[src/include/emu_defines.svh]
`ifndef EMU_DEFINES_SVH
`define EMU_DEFINES_SVH

// Register bus
`define EMU_ADDR_W      12
`define EMU_DATA_W      32

// Scan word and trigger widths
`define EMU_SCAN_W      64
`define EMU_TRIG_W      32

// Chain lengths in scan words
`define EMU_FF_WORDS    4
`define EMU_RAM_WORDS   3

// Run control registers
`define EMU_STAT        12'h000
`define EMU_TRIG_STAT   12'h004
`define EMU_CYCLE_LO    12'h008
`define EMU_CYCLE_HI    12'h00C
`define EMU_STEP        12'h010

// Checkpoint registers
`define EMU_CKPT_SIZE   12'h014
`define EMU_CKPT_STAT   12'h018
`define EMU_CKPT_CTRL   12'h01C

`endif

[src/rtl/emu_pkg.sv]
`default_nettype none

package emu_pkg;

    // Scan sequencer phase
    typedef enum logic [1:0] {
        CKPT_IDLE = 2'd0,
        CKPT_FF   = 2'd1,
        CKPT_RAM  = 2'd2
    } ckpt_state_t;

    // Save streams the chains out, load streams them in
    typedef enum logic {
        CKPT_SAVE = 1'b0,
        CKPT_LOAD = 1'b1
    } ckpt_dir_t;

    // AXI response codes in use
    typedef enum logic [1:0] {
        AXIL_OKAY   = 2'b00,
        AXIL_SLVERR = 2'b10
    } axil_resp_t;

endpackage

`default_nettype wire

[src/rtl/emu_csr_slave.sv]
`timescale 1ns/10ps
`default_nettype none

`include "emu_defines.svh"

module emu_csr_slave
    import emu_pkg::*;
(
    input  wire                         clk,
    input  wire                         rst,

    input  wire                         s_axil_awvalid,
    output logic                        s_axil_awready,
    input  wire [`EMU_ADDR_W-1:0]       s_axil_awaddr,
    input  wire                         s_axil_wvalid,
    output logic                        s_axil_wready,
    input  wire [`EMU_DATA_W-1:0]       s_axil_wdata,
    input  wire [`EMU_DATA_W/8-1:0]     s_axil_wstrb,
    output logic                        s_axil_bvalid,
    input  wire                         s_axil_bready,
    output axil_resp_t                  s_axil_bresp,
    input  wire                         s_axil_arvalid,
    output logic                        s_axil_arready,
    input  wire [`EMU_ADDR_W-1:0]       s_axil_araddr,
    output logic                        s_axil_rvalid,
    input  wire                         s_axil_rready,
    output logic [`EMU_DATA_W-1:0]      s_axil_rdata,
    output axil_resp_t                  s_axil_rresp,

    output logic                        wr_en,
    output logic [`EMU_ADDR_W-1:0]      wr_addr,
    output logic [`EMU_DATA_W-1:0]      wr_data,
    output logic [`EMU_ADDR_W-1:0]      rd_addr,
    input  wire [`EMU_DATA_W-1:0]       rd_data_run,
    input  wire [`EMU_DATA_W-1:0]       rd_data_ckpt
);

    logic                       aw_held;
    logic                       w_held;
    logic                       wr_err;
    logic                       b_pend;
    logic [`EMU_ADDR_W-1:0]     aw_addr;
    logic [`EMU_DATA_W-1:0]     w_data;
    logic                       aw_fire;
    logic                       w_fire;
    logic                       commit;

    logic                       ar_held;
    logic                       r_pend;
    logic [`EMU_ADDR_W-1:0]     ar_addr;
    logic [`EMU_DATA_W-1:0]     r_data;
    logic                       ar_fire;
    logic                       r_fire;
    logic                       r_load;

    assign aw_fire = s_axil_awvalid && s_axil_awready;
    assign w_fire  = s_axil_wvalid && s_axil_wready;
    assign commit  = aw_held && w_held;

    // Write path, address and data may arrive in either order
    always_ff @(posedge clk) begin
        if (rst) begin
            aw_held <= 1'b0;
            w_held  <= 1'b0;
            wr_err  <= 1'b0;
            b_pend  <= 1'b0;
        end else begin
            if (aw_fire) begin
                aw_held <= 1'b1;
            end
            if (w_fire) begin
                w_held <= 1'b1;
                wr_err <= s_axil_wstrb != '1;
            end
            if (commit) begin
                aw_held <= 1'b0;
                w_held  <= 1'b0;
                b_pend  <= 1'b1;
            end
            if (s_axil_bvalid && s_axil_bready) begin
                b_pend <= 1'b0;
            end
        end
    end

    always_ff @(posedge clk) begin
        if (aw_fire) begin
            aw_addr <= s_axil_awaddr;
        end
        if (w_fire) begin
            w_data <= s_axil_wdata;
        end
    end

    assign s_axil_awready = !aw_held && !b_pend;
    assign s_axil_wready  = !w_held;
    assign s_axil_bvalid  = b_pend;
    assign s_axil_bresp   = wr_err ? AXIL_SLVERR : AXIL_OKAY;

    // Partial strobes never reach the registers
    assign wr_en   = commit && !wr_err;
    assign wr_addr = aw_addr;
    assign wr_data = w_data;

    assign ar_fire = s_axil_arvalid && s_axil_arready;
    assign r_fire  = s_axil_rvalid && s_axil_rready;
    assign r_load  = ar_held && !r_pend;

    // Read path
    always_ff @(posedge clk) begin
        if (rst) begin
            ar_held <= 1'b0;
            r_pend  <= 1'b0;
        end else begin
            if (ar_fire) begin
                ar_held <= 1'b1;
            end
            if (r_load) begin
                r_pend <= 1'b1;
            end
            if (r_fire) begin
                ar_held <= 1'b0;
                r_pend  <= 1'b0;
            end
        end
    end

    // Owners return 0 outside their own range
    always_ff @(posedge clk) begin
        if (ar_fire) begin
            ar_addr <= s_axil_araddr;
        end
        if (r_load) begin
            r_data <= rd_data_run | rd_data_ckpt;
        end
    end

    assign rd_addr        = ar_addr;
    assign s_axil_arready = !ar_held;
    assign s_axil_rvalid  = r_pend;
    assign s_axil_rdata   = r_data;
    assign s_axil_rresp   = AXIL_OKAY;

endmodule

`default_nettype wire

[src/rtl/emu_run_ctrl.sv]
`timescale 1ns/10ps
`default_nettype none

`include "emu_defines.svh"

module emu_run_ctrl (
    input  wire                         clk,
    input  wire                         rst,
    input  wire                         wr_en,
    input  wire [`EMU_ADDR_W-1:0]       wr_addr,
    input  wire [`EMU_DATA_W-1:0]       wr_data,
    input  wire [`EMU_ADDR_W-1:0]       rd_addr,
    input  wire [`EMU_TRIG_W-1:0]       dut_trig,
    output logic [`EMU_DATA_W-1:0]      rd_data_run,
    output logic                        pause,
    output logic                        dut_rst
);

    logic                           step_trig_r;
    logic [`EMU_TRIG_W-1:0]         trig_stat;
    logic [2*`EMU_DATA_W-1:0]       cycle;
    logic [`EMU_DATA_W-1:0]         step;
    logic [`EMU_DATA_W-1:0]         step_next;
    logic                           step_hit;
    logic                           trigger;

    // Step count runs down only while the DUT runs
    always_comb begin
        if (pause || step == '0) begin
            step_next = step;
        end else begin
            step_next = step - 1'b1;
        end
    end

    assign step_hit = step != '0 && step_next == '0;
    assign trigger  = step_hit || |dut_trig;

    // STAT, a trigger wins over a register write
    always_ff @(posedge clk) begin
        if (rst) begin
            pause       <= 1'b1;
            dut_rst     <= 1'b1;
            step_trig_r <= 1'b0;
        end else if (trigger) begin
            pause       <= 1'b1;
            step_trig_r <= step_hit;
        end else if (wr_en && wr_addr == `EMU_STAT) begin
            pause   <= wr_data[0];
            dut_rst <= wr_data[1];
        end
    end

    always_ff @(posedge clk) begin
        if (rst) begin
            trig_stat <= '0;
        end else if (trigger) begin
            trig_stat <= dut_trig;
        end
    end

    // Cycle counter, writable only while paused
    always_ff @(posedge clk) begin
        if (rst) begin
            cycle <= '0;
        end else if (!pause) begin
            cycle <= cycle + 1'b1;
        end else if (wr_en) begin
            if (wr_addr == `EMU_CYCLE_LO) begin
                cycle[`EMU_DATA_W-1:0] <= wr_data;
            end
            if (wr_addr == `EMU_CYCLE_HI) begin
                cycle[2*`EMU_DATA_W-1:`EMU_DATA_W] <= wr_data;
            end
        end
    end

    always_ff @(posedge clk) begin
        if (rst) begin
            step <= '0;
        end else if (wr_en && wr_addr == `EMU_STEP) begin
            step <= wr_data;
        end else begin
            step <= step_next;
        end
    end

    always_comb begin
        case (rd_addr)
            `EMU_STAT:      rd_data_run = {step_trig_r, {(`EMU_DATA_W-3){1'b0}}, dut_rst, pause};
            `EMU_TRIG_STAT: rd_data_run = trig_stat;
            `EMU_CYCLE_LO:  rd_data_run = cycle[`EMU_DATA_W-1:0];
            `EMU_CYCLE_HI:  rd_data_run = cycle[2*`EMU_DATA_W-1:`EMU_DATA_W];
            `EMU_STEP:      rd_data_run = step;
            default:        rd_data_run = '0;
        endcase
    end

endmodule

`default_nettype wire

[src/rtl/emu_ckpt_seq.sv]
`timescale 1ns/10ps
`default_nettype none

`include "emu_defines.svh"

module emu_ckpt_seq
    import emu_pkg::*;
(
    input  wire                         clk,
    input  wire                         rst,
    input  wire                         wr_en,
    input  wire [`EMU_ADDR_W-1:0]       wr_addr,
    input  wire [`EMU_DATA_W-1:0]       wr_data,
    input  wire [`EMU_ADDR_W-1:0]       rd_addr,
    output logic [`EMU_DATA_W-1:0]      rd_data_ckpt,
    input  wire                         pause,

    output logic                        ff_se,
    output logic [`EMU_SCAN_W-1:0]      ff_sdi,
    input  wire [`EMU_SCAN_W-1:0]       ff_sdo,
    output logic                        ram_se,
    output ckpt_dir_t                   ram_sd,
    output logic [`EMU_SCAN_W-1:0]      ram_sdi,
    input  wire [`EMU_SCAN_W-1:0]       ram_sdo,
    output logic                        ff_clk_en,
    output logic                        ram_clk_en,

    output logic [`EMU_SCAN_W-1:0]      ckpt_out_data,
    output logic                        ckpt_out_valid,
    output logic                        ckpt_out_last,
    input  wire                         ckpt_out_ready,
    input  wire [`EMU_SCAN_W-1:0]       ckpt_in_data,
    input  wire                         ckpt_in_valid,
    output logic                        ckpt_in_ready
);

    localparam int MAX_WORDS = (`EMU_FF_WORDS > `EMU_RAM_WORDS) ?
                               `EMU_FF_WORDS : `EMU_RAM_WORDS;
    localparam int CNT_W     = $clog2(MAX_WORDS + 1);

    localparam logic [CNT_W-1:0]       FF_LAST    = CNT_W'(`EMU_FF_WORDS - 1);
    localparam logic [CNT_W-1:0]       RAM_LAST   = CNT_W'(`EMU_RAM_WORDS - 1);
    localparam logic [`EMU_DATA_W-1:0] CKPT_BYTES = 8 * (`EMU_FF_WORDS + `EMU_RAM_WORDS);

    ckpt_state_t                state;
    ckpt_dir_t                  dir;
    logic [CNT_W-1:0]           word_cnt;
    logic                       running;
    logic                       ctrl_wr;
    logic                       stall;
    logic                       xfer;
    logic                       phase_last;

    assign running    = state != CKPT_IDLE;
    assign ctrl_wr    = wr_en && wr_addr == `EMU_CKPT_CTRL && !running;
    assign ff_se      = state == CKPT_FF;
    assign ram_se     = state == CKPT_RAM;
    assign phase_last = ff_se ? word_cnt == FF_LAST : word_cnt == RAM_LAST;

    // Stream side not ready, freeze the scan and the DUT clocks
    assign stall = running && (dir == CKPT_LOAD ? !ckpt_in_valid : !ckpt_out_ready);
    assign xfer  = running && !stall;

    // Flip-flop chain first, then memory chain
    always_ff @(posedge clk) begin
        if (rst) begin
            state    <= CKPT_IDLE;
            dir      <= CKPT_SAVE;
            word_cnt <= '0;
        end else if (ctrl_wr) begin
            dir <= ckpt_dir_t'(wr_data[1]);
            if (wr_data[0]) begin
                state <= CKPT_FF;
            end
        end else if (xfer) begin
            if (phase_last) begin
                word_cnt <= '0;
                state    <= ff_se ? CKPT_RAM : CKPT_IDLE;
            end else begin
                word_cnt <= word_cnt + 1'b1;
            end
        end
    end

    // Save recirculates the FF chain so the DUT state survives
    assign ff_sdi  = (dir == CKPT_LOAD) ? ckpt_in_data : ff_sdo;
    assign ram_sdi = ckpt_in_data;
    assign ram_sd  = dir;

    assign ckpt_out_valid = running && dir == CKPT_SAVE;
    assign ckpt_out_data  = ff_se ? ff_sdo : ram_sdo;
    assign ckpt_out_last  = ckpt_out_valid && ram_se && phase_last;
    assign ckpt_in_ready  = running && dir == CKPT_LOAD;

    assign ff_clk_en  = !stall && (!pause || ff_se);
    assign ram_clk_en = !stall && (!pause || ram_se);

    // Start bit self clears and reads back 0
    always_comb begin
        case (rd_addr)
            `EMU_CKPT_SIZE: rd_data_ckpt = CKPT_BYTES;
            `EMU_CKPT_STAT: rd_data_ckpt = {{(`EMU_DATA_W-1){1'b0}}, running};
            `EMU_CKPT_CTRL: rd_data_ckpt = {{(`EMU_DATA_W-2){1'b0}}, dir, 1'b0};
            default:        rd_data_ckpt = '0;
        endcase
    end

endmodule

`default_nettype wire

[src/rtl/emu_controller.sv]
`timescale 1ns/10ps
`default_nettype none

`include "emu_defines.svh"

module emu_controller
    import emu_pkg::*;
(
    input  wire                         clk,
    input  wire                         rst,

    // Register access
    input  wire                         s_axil_awvalid,
    output logic                        s_axil_awready,
    input  wire [`EMU_ADDR_W-1:0]       s_axil_awaddr,
    input  wire                         s_axil_wvalid,
    output logic                        s_axil_wready,
    input  wire [`EMU_DATA_W-1:0]       s_axil_wdata,
    input  wire [`EMU_DATA_W/8-1:0]     s_axil_wstrb,
    output logic                        s_axil_bvalid,
    input  wire                         s_axil_bready,
    output axil_resp_t                  s_axil_bresp,
    input  wire                         s_axil_arvalid,
    output logic                        s_axil_arready,
    input  wire [`EMU_ADDR_W-1:0]       s_axil_araddr,
    output logic                        s_axil_rvalid,
    input  wire                         s_axil_rready,
    output logic [`EMU_DATA_W-1:0]      s_axil_rdata,
    output axil_resp_t                  s_axil_rresp,

    // DUT control and scan chains
    output logic                        dut_rst,
    input  wire [`EMU_TRIG_W-1:0]       dut_trig,
    output logic                        ff_clk_en,
    output logic                        ram_clk_en,
    output logic                        ff_se,
    output logic [`EMU_SCAN_W-1:0]      ff_sdi,
    input  wire [`EMU_SCAN_W-1:0]       ff_sdo,
    output logic                        ram_se,
    output ckpt_dir_t                   ram_sd,
    output logic [`EMU_SCAN_W-1:0]      ram_sdi,
    input  wire [`EMU_SCAN_W-1:0]       ram_sdo,

    // Checkpoint streams
    output logic [`EMU_SCAN_W-1:0]      ckpt_out_data,
    output logic                        ckpt_out_valid,
    output logic                        ckpt_out_last,
    input  wire                         ckpt_out_ready,
    input  wire [`EMU_SCAN_W-1:0]       ckpt_in_data,
    input  wire                         ckpt_in_valid,
    output logic                        ckpt_in_ready
);

    // Internal register bus
    logic                       wr_en;
    logic [`EMU_ADDR_W-1:0]     wr_addr;
    logic [`EMU_DATA_W-1:0]     wr_data;
    logic [`EMU_ADDR_W-1:0]     rd_addr;
    logic [`EMU_DATA_W-1:0]     rd_data_run;
    logic [`EMU_DATA_W-1:0]     rd_data_ckpt;

    logic                       pause;

    emu_csr_slave u_csr_slave (.*);

    emu_run_ctrl u_run_ctrl (.*);

    emu_ckpt_seq u_ckpt_seq (.*);

endmodule

`default_nettype wire

[config.mk]
export PLATFORM = sky130hd
export DESIGN_NAME = emu_controller
export DESIGN_NICKNAME = d
export VERILOG_FILES = /design/src/rtl/emu_pkg.sv /design/src/rtl/emu_csr_slave.sv /design/src/rtl/emu_run_ctrl.sv /design/src/rtl/emu_ckpt_seq.sv /design/src/rtl/emu_controller.sv
export VERILOG_INCLUDE_DIRS = /design/src /design/src/include
export SDC_FILE = /design/constraint.sdc
export NUM_CORES = 1
export LEC_CHECK = 0
export ABC_AREA = 1
export BUFFER_PORTS_ARGS = -buffer_cell sky130_fd_sc_hd__buf_2
export CELL_PAD_IN_SITES_DETAIL_PLACEMENT = 0
export CELL_PAD_IN_SITES_GLOBAL_PLACEMENT = 2
export CORE_ASPECT_RATIO = 0.75
export CORE_MARGIN = 10
export CORE_UTILIZATION = 24
export CTS_BUF_LIST = sky130_fd_sc_hd__clkbuf_4 sky130_fd_sc_hd__clkbuf_8 sky130_fd_sc_hd__clkbuf_16
export DETAILED_ROUTE_END_ITERATION = 6
export GPL_TIMING_DRIVEN = 0
export PLACE_DENSITY_LB_ADDON = 0.1
export RECOVER_POWER = 100
export SLEW_MARGIN = 20
export SYNTH_ARGS = -nofsm -noshare
export SYNTH_HDL_FRONTEND = slang
export SYNTH_SLANG_ARGS = --single-unit
[constraint.sdc]
create_clock -name clk -period 2.3 [get_ports clk]
set_input_delay 0.23 -clock clk [delete_from_list [all_inputs] [get_ports clk]]
set_output_delay 0.23 -clock clk [all_outputs]
set_load 0.01 [all_outputs]
Word-level counts from Yosys, hierarchy flattened
Index checks and enable logic that the tools add are counted.

Register bits after elaboration: 231. Bits in latches: 0. Memory bits (writable): 0. Bits in read-only memories: 0. Bits of input ports: 293. Output and inout bits: 242. Logic and storage cells: 121. Memories kept: 0.

$add $sub $neg: 3. Multiply operators: 0. Divide/modulo/power cells: 0. $lt $le $gt $ge: 0. Equal/unequal tests: 20. Shift operators: 0. Muxes and demuxes: 19. Bitwise logic cells: 4. Reduce and logical (&&, ||, !) cells: 55.

Operators by type and width (number): two-way mux 64 bit (4); case mux 32 bit (5 select lines) (1); two-way mux 32 bit (4); equality test 12 x 5 -> 1 bit, second input constant (6); adder 64 x 1 -> 64 bit, second input constant (1); logical NOT 32 bit (2); equality test 12 x 4 -> 1 bit, second input constant (4); bitwise OR 32 bit (1); nonzero test 32 bit (1); OR reduction 32 bit (1); subtractor 32 x 1 -> 32 bit, second input constant (1); logical NOT 12 bit (2); logical AND 1 bit (22); case mux 6 bit (3 select lines) (1); equality test 12 x 3 -> 1 bit, second input constant (1); two-way mux 2 bit (6); logical NOT 1 bit (11); AND reduction 2 bit (4); OR reduction 2 bit (4); equality test 3 x 2 -> 1 bit, second input constant (2); != test 2 bit, second input constant (3); nonzero test 2 bit (3); logical OR 1 bit (4); != test 4 bit, second input constant (1); other kinds (8) (11).

Depth between registers and ports, before layout
Depth in word-level cells: 8. Gate-level depth with buffers: 21. Gate-level depth less buffers: 20.

Modules after synthesis
Synthesis repeated with hierarchy kept, for this count alone.

Cells, all modules: 2248. Area, all modules: 15293.4 µm².

By module, submodules not included: emu_run_ctrl (instances 1, cells an instance 1550, area each 9401.5 µm², seq. area each 2622.5 µm²); emu_csr_slave (instances 1, cells an instance 166, area each 3146.8 µm², seq. area each 2762.6 µm²); emu_ckpt_seq (instances 1, cells an instance 532, area each 2745.1 µm², seq. area each 120.1 µm²).

Least setup slack after synthesis
OpenSTA, ideal clock, no wires.

Path kind: register to register. Start: register u_run_ctrl.step[0]. End: register u_run_ctrl.dut_rst. Library setup time: 0.126 ns. Arrival time: 2.155 ns. Data required time: 2.174 ns. Slack: 0.020 ns. Cell stages (with the launch flop): 19. Path buffers: 2. Period minus slack after synthesis: 2.280 ns. Path through: dfxtp_1 > inv_1 > ha_1 > nand2_2 > nor2_4 > nand2_4 > inv_1 > nand2_2 > nand2_4 > buf_6 > o21ai_0 > nand2_1 > nor2_1 > nand2_1 > nor2_2 > nand3_4 > buf_6 > nand4_2 > nand3_2.

Longest elaborated chain between the ends: 8. Elaborated cells between the ends (all ways): 10. Those cells by class: add/sub (1); mux (1); bitwise (1); reduce/logical (7).

Ends and longest elaborated chain: start, declared (line emu_run_ctrl.sv:22) `` logic [`EMU_DATA_W-1:0] step; ``; start signal, assigned (line emu_run_ctrl.sv:82) `step <= wr_data;`; start signal, assigned (line emu_run_ctrl.sv:84) `step <= step_next;`; branches (longest 4 deep; another with subtractor 32 x 1 -> 32 bit); logical AND 1 bit * (line emu_run_ctrl.sv:36) `assign step_hit = step != '0 && step_next == '0;`; logical OR 1 bit * (line emu_run_ctrl.sv:37) `assign trigger = step_hit || |dut_trig;`; NOT 1 bit (no source line) *; AND reduction 2 bit (no source line) *; end signal, assigned (line emu_run_ctrl.sv:50) `dut_rst <= wr_data[1];`; end, declared (line emu_run_ctrl.sv:16) `output logic dut_rst`.

Every way passes the cells marked *. A chain may end at the register's enable or synchronous reset.

Final worst setup path
Same ends and word-level chain as after synthesis.

==> results.yml <==
run_status:
  status: "complete, but fails checks"
  violations: "setup timing"
layout:
  fin_cells: 3642
  drive_above_1_share: 0.323
  final_common_cell: "nand2_1"
  nNetsFinal: 3107
  final_cell_mix: "433 x nand2_1, 410 x buf_2, 292 x inv_1, 160 x clkbuf_1, 158 x o21ai_0"
  syn2layout_area_growth_pct: 50.1
critical_path:
  cp-startpoint: "u_run_ctrl.step[0]"
  critPathKind: "reg2reg"
  arrival_ns: 3.19
  cp_max_fo: 7
  worstReg2RegStart: "u_run_ctrl.step[0]"
  slowest_stage: "dfxtp_4"
  critPathLaunchType: "flop"
  crit_top_cell: "nor2_4"
  critPathMaxStageDelay_ns: 0.37
  r2r_cells: 20
  cp.depth: 20
  end_kind: "flop"
  required_ns: 2.72
  crit_family: "simple AND/OR/NAND/NOR gates"
  critPathBufInv: 5
  crit_chain: "inv_4 > ha_4 > nand2_4 > nor2_4 > nand2_4 > nor2_4 > nor2_4 > buf_6 > buf_6 > nand2_4 > nand2_2 > inv_2 > nand2_2 > nor2_2 > nand2_2 > nor2_4 > nand3_4 > buf_8 > nand4_4 > nand3_2"
pwr:
  ir_worst_vdd_mv: 0.533
  p_int_mw: 7.77
  p_per_area_nw_per_um2: 486
  p_switching_mw: 2.84
  sw_frac_of_total: 0.268
  seqPwrFrac: 0.425
  power_frac_comb: 0.124
  clkPwrFrac: 0.450
  leakagePower_nw: 9.94
global_routing:
  groute.usage.overall: 0.244
  grt_pass1_wl_um: 127000
  grt_max_degree: 29
  first_global_vias: 16800
  grt-ovfl-total: 0
  antenna_found_initial: 21
sta:
  tns_ns: -35.92
  hold_viol: 0
  finalCritPeriodShare: 1.20
  rsz0062_at_grt: "yes"
  tightestPinTransition_ns: 1.22
  drv_slew: 0
  hold_ws_ns: 0.116
  maxSlewHeadroom: 0.189
  fin_crit_ns: 2.77
  setup_viol_count_final: 152
  setup_ws_ns: -0.470
  worst_clock_skew_ns: 0.0375
  max_freq_ghz: 0.361
clocking:
  h-tree-depth: 1
  cts-buffers-inserted: 26
  clockRootBuffer: "clkbuf_16"
  clk_pin_slew_ns: 0.07
  cts_tree: "yes"
  clockBufferDepth: 3
  clock_latency_ns: 0.59
  cts.sinks: 231
floorplan:
  start_util: 0.242
  core_um2: 60300
  num_io_pins: 535
  die_area_um2: 71100
  die_h_um: 233
  rows: 78
  die_w_um: 304
synth:
  syn_area_um2: 14600
  synthCells: 2083
  ys_top_cells_by_area: "dfxtp_1 20%, edfxtp_1 18%, nand2_1 12%"
  synth_top_area_share: 0.197
  synth_warnings: 0
  yosysTopAreaCell: "dfxtp_1"
  postSynthAreaPerCell_um2: 6.99
  synth_ff_type: "dfxtp_1"
  async_flop_share: 0
  ys_ff_latch: 231
  synth_edf_count: 88
  ys_seq_area_frac: 0.378
  synth.lib_cells_used.distinct: 52
min_path:
  min-delay-path-class: "in2reg"
  hold_start: "s_axil_awvalid"
  holdPathStages: 2
detailed_routing:
  ant_nets: 0
  drc: 0
  viasPerCell: 4.80
  wl_per_cell_um: 25.2
  firstDrtPassIters: 5
  dr.first_iter.drc_count: 1559
  routed_wl_um: 91600
  vias: 17500
place:
  port_buffers: 530
  numPlacedInstances: 3418
  detailedPlacementHpwl_um: 75700
  gp_congestion: 0.913
job:
  maxCapViolations: 0
-- timing repair --
item,4_1_cts,5_1_grt
hold buffers,95,0
buffers inserted,47,21
resized for setup,260,189
endpoints found under the setup margin,299,193
endpoints found under the hold margin,93,0
pin swaps,40,53
cloned,4,0
-- power groups by stage --
stage,Sequential [mW],Combinational (mW),Clock (mW)
global route,4.52,1.42,5.02
finish,4.51,1.32,4.78
CTS,4.51,1.35,4.85
floorplan,4.56,0.451,0
detailed placement,4.60,1.20,0
global placement,4.61,1.18,0
-- registers in the layout, summed over array words and instances, names as in the netlist, 2 cells and up --
name and flops:
u_csr_slave.wr_addr 12, u_csr_slave.s_axil_rdata 32, u_ckpt_seq.word_cnt 3, u_run_ctrl.step 32, u_run_ctrl.cycle 64, u_run_ctrl.trig_stat 32, u_ckpt_seq.state 2, u_csr_slave.rd_addr 12
u_csr_slave.wr_data 32
-- per-layer routing --
metal | GRT usage | vias to the layer above | wire, µm
met5 | 0.0157 | - | 58
met3 | 0.0859 | 85 | 9060
li1 | - | 8305 | -
met4 | 0.0396 | 10 | 1510
met2 | 0.349 | 693 | 37300
met1 | 0.349 | 8375 | 43700
-- final timing paths --
| path | end | slack (ns) |
|---|---|---|
| worst max register to register | u_run_ctrl.dut_rst | -0.47 |
| worst min register to register | u_run_ctrl.trig_stat[2] | 0.47 |
| worst min-delay path | u_csr_slave.wr_addr[2] | 0.12 |
| worst max-delay path | u_run_ctrl.dut_rst | -0.47 |
-- cells in the mapped netlist (17+ instances only) --
| master | number |
|---|---|
| nand2_1 | 457 |
| inv_1 | 304 |
| o21ai_0 | 185 |
| nor2_1 | 164 |
| dfxtp_1 | 143 |
| nand3_1 | 137 |
| edfxtp_1 | 88 |
| clkbuf_1 | 82 |
| a21oi_1 | 70 |
| buf_4 | 68 |
| xor2_1 | 65 |
| nor3_1 | 48 |
| o22ai_1 | 40 |
| o211ai_1 | 37 |
| nand4_1 | 28 |
| a31oi_1 | 26 |
| a311o_1 | 17 |
-- logic make-up after synthesis --
family                     after synthesis  synth area share
AOI/OAI and AO/OA                      410             0.164
xor gates and xnor gates                68            0.0409
adders and majority gates                3           0.00258
buffers and inverters                  474             0.144
DFF                                    231             0.378
muxes                                    1          0.000773
other                                    1          0.000257
and+or+nand+nor                        895             0.269
-- final cells by class --
| type | instances | area (µm²) |
|---|---|---|
| fillers | 6579 | 38500 |
| multi-input cells | 1381 | 7970 |
| flip-flops and latches | 231 | 5580 |
| repair buffers | 699 | 4080 |
| inverters | 307 | 1160 |
| plain buffers | 165 | 1080 |
| well taps | 800 | 1000 |
| clock buffers | 29 | 673 |
| clock inverters | 19 | 288 |
| diodes | 11 | 27.5 |
-- through the flow --
stage	power, mW	cell area [µm²]	utilization	setup WS [ns]
global placement	5.78	18200	0.302	-0.997
CTS	10.7	21400	0.355	-0.385
finish	10.6	21900	0.362	-0.470
detailed placement	5.81	18300	0.304	-0.952
floorplan	5.01	14600	-	0.0196
global route	11.0	21800	0.362	-0.597
Note: power is estimated with default switching activity, not from simulation.
